==> src/design/decodePkg.sv <==
package decodePkg;

    //////////////////////////////
    // Field types
    //////////////////////////////
    typedef logic [4:0] opcodeT;   // instr[15:11]
    typedef logic [1:0] funcModeT; // instr[1:0], R-format mode
    typedef logic [3:0] aluOpT;    // ALU operation select
    typedef logic [2:0] extSelT;   // Immediate extension select
    typedef logic [1:0] regDstT;   // Write register select

    // Write register select
    localparam regDstT REG_DST_RS   = 2'd0; // instr[10:8]
    localparam regDstT REG_DST_RD_I = 2'd1; // instr[7:5]
    localparam regDstT REG_DST_RD_R = 2'd2; // instr[4:2]
    localparam regDstT REG_DST_R7   = 2'd3; // Link register

    //////////////////////////////
    // ALU operations
    //////////////////////////////
    localparam aluOpT ALU_ROL    = 4'd0;  // Shifter group, low bits pick the shift
    localparam aluOpT ALU_SLL    = 4'd1;
    localparam aluOpT ALU_ROR    = 4'd2;
    localparam aluOpT ALU_SRL    = 4'd3;
    localparam aluOpT ALU_ADD    = 4'd4;
    localparam aluOpT ALU_AND    = 4'd5;
    localparam aluOpT ALU_XOR    = 4'd7;
    localparam aluOpT ALU_BTR    = 4'd8;  // Bit reverse of A
    localparam aluOpT ALU_SEQ    = 4'd9;  // Set on A == B
    localparam aluOpT ALU_SLT    = 4'd10;
    localparam aluOpT ALU_SLE    = 4'd11;
    localparam aluOpT ALU_SCO    = 4'd12; // Set on carry out of A + B
    localparam aluOpT ALU_PASS_B = 4'd13;
    localparam aluOpT ALU_SLBI   = 4'd14; // (A << 8) | B
    localparam aluOpT ALU_PASS_A = 4'd15;

    // Immediate extension
    localparam extSelT EXT_SIGN5  = 3'd0;
    localparam extSelT EXT_SIGN8  = 3'd1;
    localparam extSelT EXT_SIGN11 = 3'd2;
    localparam extSelT EXT_ZERO5  = 3'd3;
    localparam extSelT EXT_ZERO8  = 3'd4;

    //////////////////////////////
    // Opcodes
    //////////////////////////////
    localparam opcodeT OP_HALT  = 5'b00000;
    localparam opcodeT OP_NOP   = 5'b00001;
    localparam opcodeT OP_SIIC  = 5'b00010;
    localparam opcodeT OP_RTI   = 5'b00011;
    localparam opcodeT OP_J     = 5'b00100;
    localparam opcodeT OP_JR    = 5'b00101;
    localparam opcodeT OP_JAL   = 5'b00110;
    localparam opcodeT OP_JALR  = 5'b00111;
    localparam opcodeT OP_ADDI  = 5'b01000;
    localparam opcodeT OP_SUBI  = 5'b01001;
    localparam opcodeT OP_XORI  = 5'b01010;
    localparam opcodeT OP_ANDNI = 5'b01011;
    localparam opcodeT OP_BEQZ  = 5'b01100;
    localparam opcodeT OP_BNEZ  = 5'b01101;
    localparam opcodeT OP_BLTZ  = 5'b01110;
    localparam opcodeT OP_BGEZ  = 5'b01111;
    localparam opcodeT OP_ST    = 5'b10000;
    localparam opcodeT OP_LD    = 5'b10001;
    localparam opcodeT OP_SLBI  = 5'b10010;
    localparam opcodeT OP_STU   = 5'b10011;
    localparam opcodeT OP_ROLI  = 5'b10100;
    localparam opcodeT OP_SLLI  = 5'b10101;
    localparam opcodeT OP_RORI  = 5'b10110;
    localparam opcodeT OP_SRLI  = 5'b10111;
    localparam opcodeT OP_LBI   = 5'b11000;
    localparam opcodeT OP_BTR   = 5'b11001;
    localparam opcodeT OP_SHIFT = 5'b11010; // ROL/SLL/ROR/SRL by funcMode
    localparam opcodeT OP_ARITH = 5'b11011; // ADD/SUB/XOR/ANDN by funcMode
    localparam opcodeT OP_SEQ   = 5'b11100;
    localparam opcodeT OP_SLT   = 5'b11101;
    localparam opcodeT OP_SLE   = 5'b11110;
    localparam opcodeT OP_SCO   = 5'b11111;

    // Full control word held by the decode stage
    // 16 single-bit controls plus the three vector fields
    localparam int CTRL_WORD_W = $bits(aluOpT) + $bits(extSelT) + $bits(regDstT) + 16;
    typedef logic [CTRL_WORD_W-1:0] ctrlWordT;

endpackage

==> src/design/aluControl.sv <==
`timescale 1ns/1ns

module aluControl (
    input  decodePkg::opcodeT   opcode,
    input  decodePkg::funcModeT funcMode,
    output decodePkg::aluOpT    aluOpNext,
    output logic                aluInvANext,
    output logic                aluInvBNext,
    output logic                aluCinNext,
    output logic                aluSrcNext,   // 1 selects immediate as B
    output decodePkg::extSelT   extSelectNext
);
    import decodePkg::*;

    always_comb begin
        // Everything off unless the opcode says otherwise
        aluOpNext     = '0;
        aluInvANext   = 1'b0;
        aluInvBNext   = 1'b0;
        aluCinNext    = 1'b0;
        aluSrcNext    = 1'b0;
        extSelectNext = '0;

        case (opcode)
            //////////////////////////////
            // I-format 1
            //////////////////////////////
            OP_ADDI: begin
                aluOpNext     = ALU_ADD;
                aluSrcNext    = 1'b1;
                extSelectNext = EXT_SIGN5;
            end
            OP_SUBI: begin                 // Rd = I - Rs
                aluOpNext     = ALU_ADD;
                aluInvANext   = 1'b1;
                aluCinNext    = 1'b1;      // Completes two's complement of Rs
                aluSrcNext    = 1'b1;
                extSelectNext = EXT_SIGN5;
            end
            OP_XORI: begin
                aluOpNext     = ALU_XOR;
                aluSrcNext    = 1'b1;
                extSelectNext = EXT_ZERO5;
            end
            OP_ANDNI: begin                // Rs AND ~I
                aluOpNext     = ALU_AND;
                aluInvBNext   = 1'b1;
                aluSrcNext    = 1'b1;
                extSelectNext = EXT_ZERO5;
            end
            OP_ROLI, OP_SLLI, OP_RORI, OP_SRLI: begin
                // Opcode low bits line up with the shifter codes
                aluOpNext     = {2'b00, opcode[1:0]};
                aluSrcNext    = 1'b1;
                extSelectNext = EXT_ZERO5; // Shift amount from low immediate bits
            end

            // Address is Rs + signed offset
            OP_ST, OP_LD, OP_STU: begin
                aluOpNext     = ALU_ADD;
                aluSrcNext    = 1'b1;
                extSelectNext = EXT_SIGN5;
            end

            //////////////////////////////
            // R-format
            //////////////////////////////
            OP_BTR:   aluOpNext = ALU_BTR;
            OP_SCO:   aluOpNext = ALU_SCO;
            OP_SHIFT: aluOpNext = {2'b00, funcMode};
            OP_ARITH: begin
                case (funcMode)
                    2'd0: aluOpNext = ALU_ADD;
                    2'd1: begin             // SUB, Rt - Rs
                        aluOpNext   = ALU_ADD;
                        aluInvANext = 1'b1;
                    end
                    2'd2: aluOpNext = ALU_XOR;
                    2'd3: begin             // ANDN
                        aluOpNext   = ALU_AND;
                        aluInvBNext = 1'b1;
                    end
                    default: aluOpNext = ALU_ADD;
                endcase
                aluCinNext = funcMode[0];   // Only SUB needs it, AND ignores carry
            end
            OP_SEQ, OP_SLT, OP_SLE: begin
                // Compare by A - B
                aluOpNext   = (opcode == OP_SEQ) ? ALU_SEQ :
                              (opcode == OP_SLT) ? ALU_SLT : ALU_SLE;
                aluInvBNext = 1'b1;
                aluCinNext  = 1'b1;
            end

            // Branch condition tests Rs directly
            OP_BEQZ, OP_BNEZ, OP_BLTZ, OP_BGEZ: begin
                aluOpNext     = ALU_PASS_A;
                extSelectNext = EXT_SIGN8;
            end

            OP_LBI: begin
                aluOpNext     = ALU_PASS_B;
                aluSrcNext    = 1'b1;
                extSelectNext = EXT_SIGN8;
            end
            OP_SLBI: begin
                aluOpNext     = ALU_SLBI;
                aluSrcNext    = 1'b1;
                extSelectNext = EXT_ZERO8;
            end

            // PC-relative jumps, target built outside the ALU
            OP_J, OP_JAL:  extSelectNext = EXT_SIGN11;
            OP_JR, OP_JALR: begin           // Target is Rs + imm
                aluOpNext     = ALU_ADD;
                aluSrcNext    = 1'b1;
                extSelectNext = EXT_SIGN8;
            end

            default: ;                      // HALT, NOP, SIIC, RTI leave ALU idle
        endcase
    end

endmodule

==> src/design/flowControl.sv <==
`timescale 1ns/1ns

module flowControl (
    input  decodePkg::opcodeT opcode,
    output decodePkg::regDstT regDstNext,
    output logic              jumpNext,
    output logic              branchNext,
    output logic              memReadNext,
    output logic              memWriteNext,
    output logic              memToRegNext,  // Writeback from data memory
    output logic              regWriteNext,
    output logic              regToPcNext,   // PC loaded from ALU result
    output logic              pcToRegNext,   // PC + 2 written back
    output logic              haltNext,
    output logic              errNext,       // Illegal opcode
    output logic              rFormatNext,
    output logic              iFormatNext
);
    import decodePkg::*;

    always_comb begin
        regDstNext   = REG_DST_RS;
        jumpNext     = 1'b0;
        branchNext   = 1'b0;
        memReadNext  = 1'b0;
        memWriteNext = 1'b0;
        memToRegNext = 1'b0;
        regWriteNext = 1'b0;
        regToPcNext  = 1'b0;
        pcToRegNext  = 1'b0;
        haltNext     = 1'b0;
        errNext      = 1'b0;
        rFormatNext  = 1'b0;
        iFormatNext  = 1'b0;

        case (opcode)
            OP_HALT: haltNext = 1'b1;

            // Legal, no side effects
            OP_NOP, OP_SIIC, OP_RTI: ;

            //////////////////////////////
            // I-format 1
            //////////////////////////////
            OP_ADDI, OP_SUBI, OP_XORI, OP_ANDNI,
            OP_ROLI, OP_SLLI, OP_RORI, OP_SRLI: begin
                regDstNext   = REG_DST_RD_I;   // Rd in instr[7:5]
                regWriteNext = 1'b1;
                iFormatNext  = 1'b1;
            end

            OP_ST: begin                       // No writeback
                memWriteNext = 1'b1;
                iFormatNext  = 1'b1;
            end
            OP_LD: begin
                regDstNext   = REG_DST_RD_I;
                memReadNext  = 1'b1;
                memToRegNext = 1'b1;
                regWriteNext = 1'b1;
                iFormatNext  = 1'b1;
            end
            OP_STU: begin                      // Store, then Rs gets the address
                regDstNext   = REG_DST_RS;
                memWriteNext = 1'b1;
                regWriteNext = 1'b1;
                iFormatNext  = 1'b1;
            end

            //////////////////////////////
            // R-format
            //////////////////////////////
            OP_BTR, OP_SHIFT, OP_ARITH,
            OP_SEQ, OP_SLT, OP_SLE, OP_SCO: begin
                regDstNext   = REG_DST_RD_R;   // Rd in instr[4:2]
                regWriteNext = 1'b1;
                rFormatNext  = 1'b1;
            end

            // Condition resolved later on Rs
            OP_BEQZ, OP_BNEZ, OP_BLTZ, OP_BGEZ: branchNext = 1'b1;

            OP_LBI, OP_SLBI: begin
                regDstNext   = REG_DST_RS;     // Immediate loads target Rs
                regWriteNext = 1'b1;
            end

            //////////////////////////////
            // Jumps
            //////////////////////////////
            OP_J:  jumpNext = 1'b1;
            OP_JR: begin
                jumpNext    = 1'b1;
                regToPcNext = 1'b1;
            end
            OP_JAL, OP_JALR: begin
                regDstNext   = REG_DST_R7;     // Link into R7
                regWriteNext = 1'b1;
                pcToRegNext  = 1'b1;
                jumpNext     = 1'b1;
                regToPcNext  = (opcode == OP_JALR);
            end

            default: errNext = 1'b1;           // Unknown opcode, nothing else set
        endcase
    end

endmodule

==> src/design/controlStage.sv <==
`timescale 1ns/1ns

module controlStage (
    input  logic               clk,
    input  logic               rstN,
    input  logic               instrValid,
    // ALU half
    input  decodePkg::aluOpT   aluOpNext,
    input  logic               aluInvANext,
    input  logic               aluInvBNext,
    input  logic               aluCinNext,
    input  logic               aluSrcNext,
    input  decodePkg::extSelT  extSelectNext,
    // Flow half
    input  decodePkg::regDstT  regDstNext,
    input  logic               jumpNext,
    input  logic               branchNext,
    input  logic               memReadNext,
    input  logic               memWriteNext,
    input  logic               memToRegNext,
    input  logic               regWriteNext,
    input  logic               regToPcNext,
    input  logic               pcToRegNext,
    input  logic               haltNext,
    input  logic               errNext,
    input  logic               rFormatNext,
    input  logic               iFormatNext,
    // Registered control word
    output decodePkg::aluOpT   aluOp,
    output logic               aluInvA,
    output logic               aluInvB,
    output logic               aluCin,
    output logic               aluSrc,
    output decodePkg::extSelT  extSelect,
    output decodePkg::regDstT  regDst,
    output logic               jump,
    output logic               branch,
    output logic               memRead,
    output logic               memWrite,
    output logic               memToReg,
    output logic               regWrite,
    output logic               regToPc,
    output logic               pcToReg,
    output logic               halt,
    output logic               err,
    output logic               rFormat,
    output logic               iFormat
);
    import decodePkg::*;

    ctrlWordT ctrlNext; // Merged decoder output
    ctrlWordT ctrlQ;    // Decode/execute register

    assign ctrlNext = {aluOpNext, aluInvANext, aluInvBNext, aluCinNext, aluSrcNext,
                       extSelectNext, regDstNext, jumpNext, branchNext, memReadNext,
                       memWriteNext, memToRegNext, regWriteNext, regToPcNext,
                       pcToRegNext, haltNext, errNext, rFormatNext, iFormatNext};

    always_ff @(posedge clk or negedge rstN) begin
        if (!rstN) begin
            ctrlQ <= '0;
        end else if (instrValid) begin
            ctrlQ <= ctrlNext;
        end else begin
            ctrlQ <= '0;          // Bubble, no enables reach execute
        end
    end

    // Same field order as ctrlNext
    assign {aluOp, aluInvA, aluInvB, aluCin, aluSrc, extSelect, regDst, jump, branch,
            memRead, memWrite, memToReg, regWrite, regToPc, pcToReg, halt, err,
            rFormat, iFormat} = ctrlQ;

endmodule

==> src/design/decodeTop.sv <==
`timescale 1ns/1ns

module decodeTop (
    input  logic                clk,
    input  logic                rstN,
    input  logic                instrValid,
    input  decodePkg::opcodeT   opcode,
    input  decodePkg::funcModeT funcMode,
    output decodePkg::aluOpT    aluOp,
    output logic                aluInvA,
    output logic                aluInvB,
    output logic                aluCin,
    output logic                aluSrc,
    output decodePkg::extSelT   extSelect,
    output decodePkg::regDstT   regDst,
    output logic                jump,
    output logic                branch,
    output logic                memRead,
    output logic                memWrite,
    output logic                memToReg,
    output logic                regWrite,
    output logic                regToPc,
    output logic                pcToReg,
    output logic                halt,
    output logic                err,
    output logic                rFormat,
    output logic                iFormat
);
    import decodePkg::*;

    // Combinational decode results
    aluOpT  aluOpNext;
    extSelT extSelectNext;
    regDstT regDstNext;
    logic   aluInvANext, aluInvBNext, aluCinNext, aluSrcNext;
    logic   jumpNext, branchNext, memReadNext, memWriteNext, memToRegNext;
    logic   regWriteNext, regToPcNext, pcToRegNext, haltNext, errNext;
    logic   rFormatNext, iFormatNext;

    aluControl u_aluControl (.opcode, .funcMode, .aluOpNext, .aluInvANext, .aluInvBNext,
                             .aluCinNext, .aluSrcNext, .extSelectNext);

    flowControl u_flowControl (.opcode, .regDstNext, .jumpNext, .branchNext, .memReadNext,
                               .memWriteNext, .memToRegNext, .regWriteNext, .regToPcNext,
                               .pcToRegNext, .haltNext, .errNext, .rFormatNext,
                               .iFormatNext);

    // One-cycle decode/execute boundary
    controlStage u_controlStage (.*);

endmodule

==> config.mk <==
export PLATFORM = sky130hd
export DESIGN_NAME = decodeTop
export DESIGN_NICKNAME = d
export VERILOG_FILES = /design/src/design/decodePkg.sv /design/src/design/aluControl.sv /design/src/design/flowControl.sv /design/src/design/controlStage.sv /design/src/design/decodeTop.sv
export SDC_FILE = /design/constraint.sdc
export NUM_CORES = 1
export LEC_CHECK = 0
export BUFFER_PORTS_ARGS = -buffer_cell sky130_fd_sc_hd__buf_2
export CAP_MARGIN = 0
export CORE_MARGIN = 2
export CORE_UTILIZATION = 40
export CTS_BUF_LIST = sky130_fd_sc_hd__clkbuf_16
export DETAILED_ROUTE_END_ITERATION = 12
export MAX_ROUTING_LAYER = met4
export PLACE_DENSITY_LB_ADDON = 0.25
export REMOVE_ABC_BUFFERS = 1
export SLEW_MARGIN = 15
export SYNTH_ARGS = -nofsm -noshare
export SYNTH_HDL_FRONTEND = slang
export SYNTH_HIERARCHICAL = 1
export SYNTH_SLANG_ARGS = --single-unit
==> constraint.sdc <==
create_clock -name clk -period 0.8 [get_ports clk]
set_input_delay 0.04 -clock clk [delete_from_list [all_inputs] [get_ports clk]]
set_output_delay 0.04 -clock clk [all_outputs]
set_load 0.01 [all_outputs]
### Word-level counts from Yosys, hierarchy flattened

Index checks and enable logic that the tools add are counted.

* register bits: 25
* word-level logic and storage cells: 75

* equal/unequal tests: 31
* multiplexer cells: 23
* reductions and logical operators: 20

Operators with widths (count)
* $eq A5 B5 Y1 const B: 16
* $pmux W4 S12: 1
* $eq A5 B4 Y1 const B: 8
* $mux W25: 1
* $reduce_or A21 Y1: 1
* $reduce_or A7 Y1: 3
* $eq A5 B3 Y1 const B: 4
* $reduce_or A4 Y1: 5
* $reduce_or A15 Y1: 1
* $mux W1: 13
* $pmux W3 S4: 1
* $pmux W4 S3: 1
* $reduce_or A11 Y1: 1
* $reduce_or A9 Y1: 1
* $pmux W1 S2: 4
* $reduce_or A2 Y1: 4
* $pmux W2 S3: 1
* $reduce_or A6 Y1: 1
* $logic_not A5 Y1: 1
* $eq A2 B2 Y1 const B: 2
* $mux W4: 1
* $reduce_or A3 Y1: 1
* $eq A2 B1 Y1 const B: 1
* $logic_not A2 Y1: 1

### Depth between registers and ports, before layout

Gate-level depths: netlist of the first run.

* depth in word-level cells: 5
* gate-level depth with buffers: 6
* mapped depth without buffers: 5

### Hierarchy

The synthesis of the first run kept the hierarchy.

Modules (own cells, without submodules)
* controlStage: times used 1, cells an instance 52, area each 828.3 sq um
* aluControl: times used 1, cells an instance 58, area each 339.1 sq um
* flowControl: times used 1, cells an instance 29, area each 214.0 sq um

### Least setup slack after synthesis of the first run

OpenSTA, ideal clock, no wires.

* path kind: input port to flip-flop
* start: input opcode[0]
* end: register u_controlStage.ctrlQ[22]
* library setup time: 0.120 ns
* arrival time: 0.887 ns
* data required time: 0.680 ns
* setup slack: -0.207 ns
* stages on the path: 5
* path buffers: 1
* cells stage by stage: buf_6 -> inv_4 -> maj3_2 -> a32o_1 -> and2_2

* word-level cells in the longest chain between the ends: 4

RTL lines
* from (decl): RTL line decodeTop.sv:7 `input decodePkg::opcodeT opcode,`
* $eq A5 B4 Y1 (tied with other cells): RTL line aluControl.sv:24 `case (opcode)`
* $reduce_or A7 Y1 (no line) (tied with other cells)
* $pmux W4 S12 (*): RTL line aluControl.sv:24
* named net aluOpNext[1]: RTL line decodeTop.sv:32 `aluOpT aluOpNext;`
* $mux W25 (*): RTL line controlStage.sv:62 `end else if (instrValid) begin`
* to (signal assigned): RTL line controlStage.sv:63 `ctrlQ <= ctrlNext;`
* to (decl): RTL line controlStage.sv:52 `ctrlWordT ctrlQ;`

Mark *: on every way through the listed nets, which the timed path passes. The rest lies on a longest branch.

### Worst setup path in the final report of the first run

* start: register u_controlStage.ctrlQ[0]
* end: output iFormat

RTL lines
* to (decl): RTL line decodeTop.sv:27 `output logic iFormat`

No word-level cell between the ends.

==> results_dict.tcl, run 1 <==
set metrics [dict create \
    outcome "finished, final reports clean" \
    final_nets 198 \
    route.detailed.drc 0 \
    grt_pass1_wl_microns 4910 \
    pwr_density_cell_nw_per_um2 1590 \
    io-pin-count 35 \
    cts_tree "yes" \
    synth_top_area_share 0.453 \
    share_comb_of_total_power 0.194 \
    final.setup.tns_ps 0 \
    largest_register_ffs 25 \
    synth_commonest_cells "25 x dfrtp_1, 19 x and2_2, 10 x nand2_1, 8 x and2_1, 8 x nor2_1" \
    critPathMaxFanout 1 \
    initialDrtViolationCount 12 \
    syn_to_final_growth_pct 34.7 \
    worstSetupStartpoint "u_controlStage/ctrlQ[0]" \
    cts_root_buf "clkbuf_16" \
    hpwl_microns 2090 \
    cellInternalPower_mw 2.27 \
    yosysTopAreaCell "dfrtp_1" \
    grt_pass1_vias 1097 \
    layout_top_registers "u_controlStage/ctrlQ: 25 flops" \
    portBuffers 34 \
    p_seq_frac 0.446 \
    rows 21 \
    ir_worst_vdd_mv 0.728 \
    p_sw_frac 0.235 \
    ant_nets 0 \
    place.gp.congestion 0.822 \
    finalCritPeriodShare 0.996 \
    crit_slowest_cell "dfrtp_1" \
    yosys_warnings 6 \
    cp-end-kind "output pin" \
    instances_no_fill 233 \
    fin_util 0.558 \
    gr-total-overflow 0 \
    yosysMostFrequentCell "dfrtp_1" \
    vias_per_cell 4.84 \
    crit_type "reg2out" \
    cp_cell_sequence "buf_2" \
    vias 1127 \
    setup_viol 0 \
    maxCapViolCount 0 \
    crit_arrival_ps 760 \
    post_cts_buffers 0 \
    clk_pin_slew_ps 60 \
    num_antenna_cells 0 \
    wl_per_cell_microns 12.1 \
    numCtsBuffers 3 \
    nFillCells 301 \
    cp.buffers_inverters 1 \
    ys.flop_type "dfrtp_1" \
    hold_class "in2reg" \
    synth_area_leaders "dfrtp_1 45%, and2_2 10%, and2_1 3.6%" \
    path_delay_family "flip-flops" \
    syn_inst 139 \
    clock_sinks 25 \
    top_register "u_controlStage/ctrlQ" \
    min_from "instrValid" \
    start_util 0.414 \
    synth_seq_cells 25 \
    avgSynthCellArea_sq_um 9.94 \
    setup.worst_path.start_class "register" \
    switching_power_mw 0.696 \
    dieArea_sq_um 3940 \
    slowest_delay_ps 360 \
    htreeDepth 1 \
    async_flop_share 1.00 \
    syn-cell-area_sq_um 1380 \
    crit_required_ps 760 \
    hold_viol 0 \
    ys_seq_area_frac 0.453 \
    synth_edf_count 0 \
    dieHeight_microns 62.8 \
    track_usage 0.155 \
    holdWs_ps 194 \
    rsz0062_at_grt "true" \
    finalCriticalPeriod_ps 797 \
    p_total_mw 2.97 \
    grt_max_degree 26 \
    antenna_found_initial 0 \
    synth.distinct_cells 47 \
    die_x_microns 62.8 \
    coreArea_sq_um 3340 \
    drive_gt1_frac 0.492 \
    leakage_nw 0.960 \
    timing.fmax_mhz 1250 \
    drt_wl_total_microns 2820 \
    clockBufferDepth 2 \
    power_frac_clock 0.360 \
    slew_violations 0 \
    dp.cells 228 \
    drt-pass1-iter-count 4 \
]
## path summary, 6_finish.rpt
check                      slack (ps)  cells after the start                        to
max                                 3                      1                   iFormat
min                               190                      2  u_controlStage/ctrlQ[13]
max in group asynchronous         400                      3  u_controlStage/ctrlQ[22]
min in group asynchronous         250                      3   u_controlStage/ctrlQ[4]
## cell usage in the layout, fill, tap and decap left out, drive strengths merged, types with 2 or more instances in the layout
master,netlist,layout
nor3b,2,2
a21oi,4,4
nand2,10,10
o21ai,8,8
dfrtp,25,25
clkbuf,1,3
o22ai,2,2
inv,3,3
o221ai,2,2
nand2b,3,3
o211ai,2,2
a211oi,2,2
nor2,9,9
and3,4,4
and2,27,27
buf,12,56
nor3,3,3
## power by group through the flow
stage | Clock (mW) | Sequential, mW | Combinational [mW]
after floorplan | 0 | 1.38 | 0.188
after global placement | 0 | 1.35 | 0.520
after detailed placement | 0 | 1.35 | 0.528
after CTS | 1.11 | 1.32 | 0.552
after global routing | 1.15 | 1.33 | 0.634
final | 1.07 | 1.32 | 0.575
## metrics by stage
stage | setup slack [ps] | area (sq um)
global placement | -330 | 1690
finish | 2.87 | 1860
floorplan | -108 | 1280
CTS | -2.36 | 1810
global route | -26.0 | 1860
detailed placement | -348 | 1690
## layout make-up
| type | count | area [sq um] | share of cell area |
|---|---|---|---|
| Timing Repair Buffer | 57 | 408 | 0.219 |
| Sequential cell | 25 | 626 | 0.336 |
| Clock buffer | 3 | 75.1 | 0.0403 |
| Clock inverter | 1 | 5.00 | 0.00269 |
| Multi-Input combinational cell | 98 | 676 | 0.363 |
| Tap cell | 46 | 57.6 | 0.0309 |
| Inverter | 3 | 13.8 | 0.00740 |
## routing by layer
metal / track usage / vias to the layer above / wire length (microns)
met3: 0.0126 / 2 / 85
li1: - / 571 / -
met4: 0.0639 / 0 / 27
met2: 0.247 / 20 / 1420
met1: 0.206 / 534 / 1280
met5: - / - / 0
## repair_timing
item / 4_1_cts / 5_1_grt
cloned: 0 / 0
resized for setup: 10 / 14
endpoints found under the setup margin: 10 / 25
hold buffers: 1 / 0
hold endpoints to repair: 25 / 0
pin swaps: 1 / 2
## cells by family (layout without fill, tap and decap cells)
| group | count (synthesis) | after routing | share of synthesized area |
|---|---|---|---|
| AND/OR/NAND/NOR | 65 | 65 | 0.294 |
| multiplexers | 1 | 1 | 0.00725 |
| other | 1 | 1 | 0.00271 |
| flip-flops | 25 | 25 | 0.453 |
| AO/OA/AOI/OAI | 29 | 29 | 0.149 |
| XOR/XNOR | 1 | 1 | 0.00634 |
| adder cells (fa/ha/maj) | 1 | 1 | 0.00815 |
| buffers and inverters | 16 | 64 | 0.0797 |
(Power assumes the default switching activity.)
==> run 2, diff against run 1 <==
--- a/config.mk
+++ b/config.mk
@@ -5,7 +5,7 @@
 export SDC_FILE = /design/constraint.sdc
 export NUM_CORES = 1
 export LEC_CHECK = 0
-export BUFFER_PORTS_ARGS = -buffer_cell sky130_fd_sc_hd__buf_2
+export BUFFER_PORTS_ARGS = -buffer_cell sky130_fd_sc_hd__buf_4
 export CAP_MARGIN = 0
 export CORE_MARGIN = 2
 export CORE_UTILIZATION = 40
@@ -14,6 +14,7 @@
 export MAX_ROUTING_LAYER = met4
 export PLACE_DENSITY_LB_ADDON = 0.25
 export REMOVE_ABC_BUFFERS = 1
+export SETUP_SLACK_MARGIN = 0.3
 export SLEW_MARGIN = 15
 export SYNTH_ARGS = -nofsm -noshare
 export SYNTH_HDL_FRONTEND = slang
==> run 2 against run 1 <==
Compared with the run above: the flow now finishes with violations (negative hold slack, negative setup slack); sequential cell count is the same; first-iteration DRC count grew to 4.0 times the previous value; via count increased by 18%; design area is 46% higher; global-route usage is 8.3 points higher; final cell count increased by 7.3%; utilization is 26 points higher; critical endpoint unchanged.
==> results_dict.tcl, run 2 (synthesized netlist as in run 1, its figures left out) <==
set metrics [dict create \
    coreArea_sq_um 3340 \
    failed_checks "negative hold slack, negative setup slack" \
    numCtsBuffers 3 \
    holdWs_ps -330 \
    top_register "u_controlStage/ctrlQ" \
    die_x_microns 62.8 \
    antenna_found_initial 0 \
    crit_arrival_ps 770 \
    gr-total-overflow 0 \
    initialDrtViolationCount 48 \
    htreeDepth 1 \
    num_antenna_cells 0 \
    final_nets 215 \
    postPlaceCellArea_sq_um 1750 \
    finalCriticalPeriod_ps 808 \
    vias_per_cell 5.33 \
    slew_violations 0 \
    pre_cts_ws_ps -299 \
    rows 21 \
    wl_per_cell_microns 19.0 \
    fin_util 0.813 \
    crit_type "reg2out" \
    syn_to_final_growth_pct 96.4 \
    vias 1333 \
    drive_gt1_frac 0.711 \
    place.gp.congestion 0.893 \
    timing.fmax_mhz 1240 \
    cts_tree "yes" \
    dieArea_sq_um 3940 \
    setup.worst_path.start_class "register" \
    cp-end-kind "output pin" \
    clk_pin_slew_ps 60 \
    finalCritPeriodShare 1.01 \
    setup_viol 2 \
    hpwl_microns 2060 \
    p_total_mw 3.54 \
    cp.depth 1 \
    crit_required_ps 760 \
    clockBufferDepth 2 \
    rsz0062_at_grt "true" \
    layout_top_registers "u_controlStage/ctrlQ: 25 flops" \
    route.detailed.drc 0 \
    track_usage 0.238 \
    leakage_nw 1.25 \
    portBuffers 34 \
    largest_register_ffs 25 \
    slowest_delay_ps 390 \
    grt_pass1_wl_microns 7130 \
    ir_worst_vdd_mv 0.817 \
    final_area_sq_um 2710 \
    drt_wl_total_microns 4740 \
    critPathMaxFanout 1 \
    path_delay_family "flip-flops" \
    finalWorstSetupSlack_ps -8.35 \
    ant_nets 0 \
    outcome "finished, violations left" \
    cp.buffers_inverters 1 \
    dieHeight_microns 62.8 \
    cts_root_buf "clkbuf_16" \
    drt-pass1-iter-count 4 \
    clock_sinks 25 \
    pwr_density_cell_nw_per_um2 1310 \
    start_util 0.414 \
    io-pin-count 35 \
    cp_cell_sequence "buf_6" \
    maxCapViolCount 0 \
    grt_max_degree 26 \
    final_cell_mix "44 x buf_6, 25 x dfrtp_1, 21 x and2_4" \
    grt_pass1_vias 1432 \
    crit_slowest_cell "dfrtp_1" \
    hold_class "in2async" \
    hold_viol 25 \
    final_common_cell "buf_6" \
]
==> run 2: cell types whose count changed in the layout (fill, tap and decap cells not counted), sizes merged <==
cell	change
buf	+18
clkinvlp	+1
inv	-1
dlygate4sd3	-1
==> run 2: worst paths after layout <==
kind,start,end,slack [ps]
worst max-delay path,u_controlStage/ctrlQ[0],iFormat,-8
worst min-delay path,rstN,u_controlStage/ctrlQ[6],-330
max in group asynchronous,rstN,u_controlStage/ctrlQ[19],890
min in group clk,instrValid,u_controlStage/ctrlQ[13],180
==> run 2: power by group <==
part | internal [mW] | total (mW) | switching (mW)
logic | 0.625 | 1.10 | 0.475
clock network | 0.678 | 1.10 | 0.424
registers | 1.31 | 1.34 | 0.0240
==> run 2: timing repair <==
item                                    in CTS  in global routing
pin swaps                                   34                 15
setup buffers                               10                  5
hold endpoints to repair                    25                 25
gates resized for setup                    144                 29
cloned                                       5                  0
endpoints found under the setup margin      49                 48
==> run 2: layout make-up <==
cell class                      instances  area (sq um)
Timing Repair Buffer                   74           966
Multi-Input combinational cell         98           947
Sequential cell                        25           626
Fill cell                             178           624
Clock buffer                            3          75.1
Tap cell                               46          57.6
Inverter                                3          33.8
Clock inverter                          1          7.51
==> run 2: stage by stage <==
stage	TNS, ps	cells
2_1_floorplan	-166	126
3_3_place_gp	-3560	226
3_5_place_dp	-3820	226
4_1_cts	-41.8	245
5_1_grt	-270	250
6_report	-16.0	250
==> run 2: routing by layer <==
layer	GRT usage	routed length, microns	vias to the layer above
met5	-	0	-
met4	0.100	138	0
met3	0.0270	188	17
met2	0.405	2470	55
met1	0.287	1950	650
li1	-	-	611
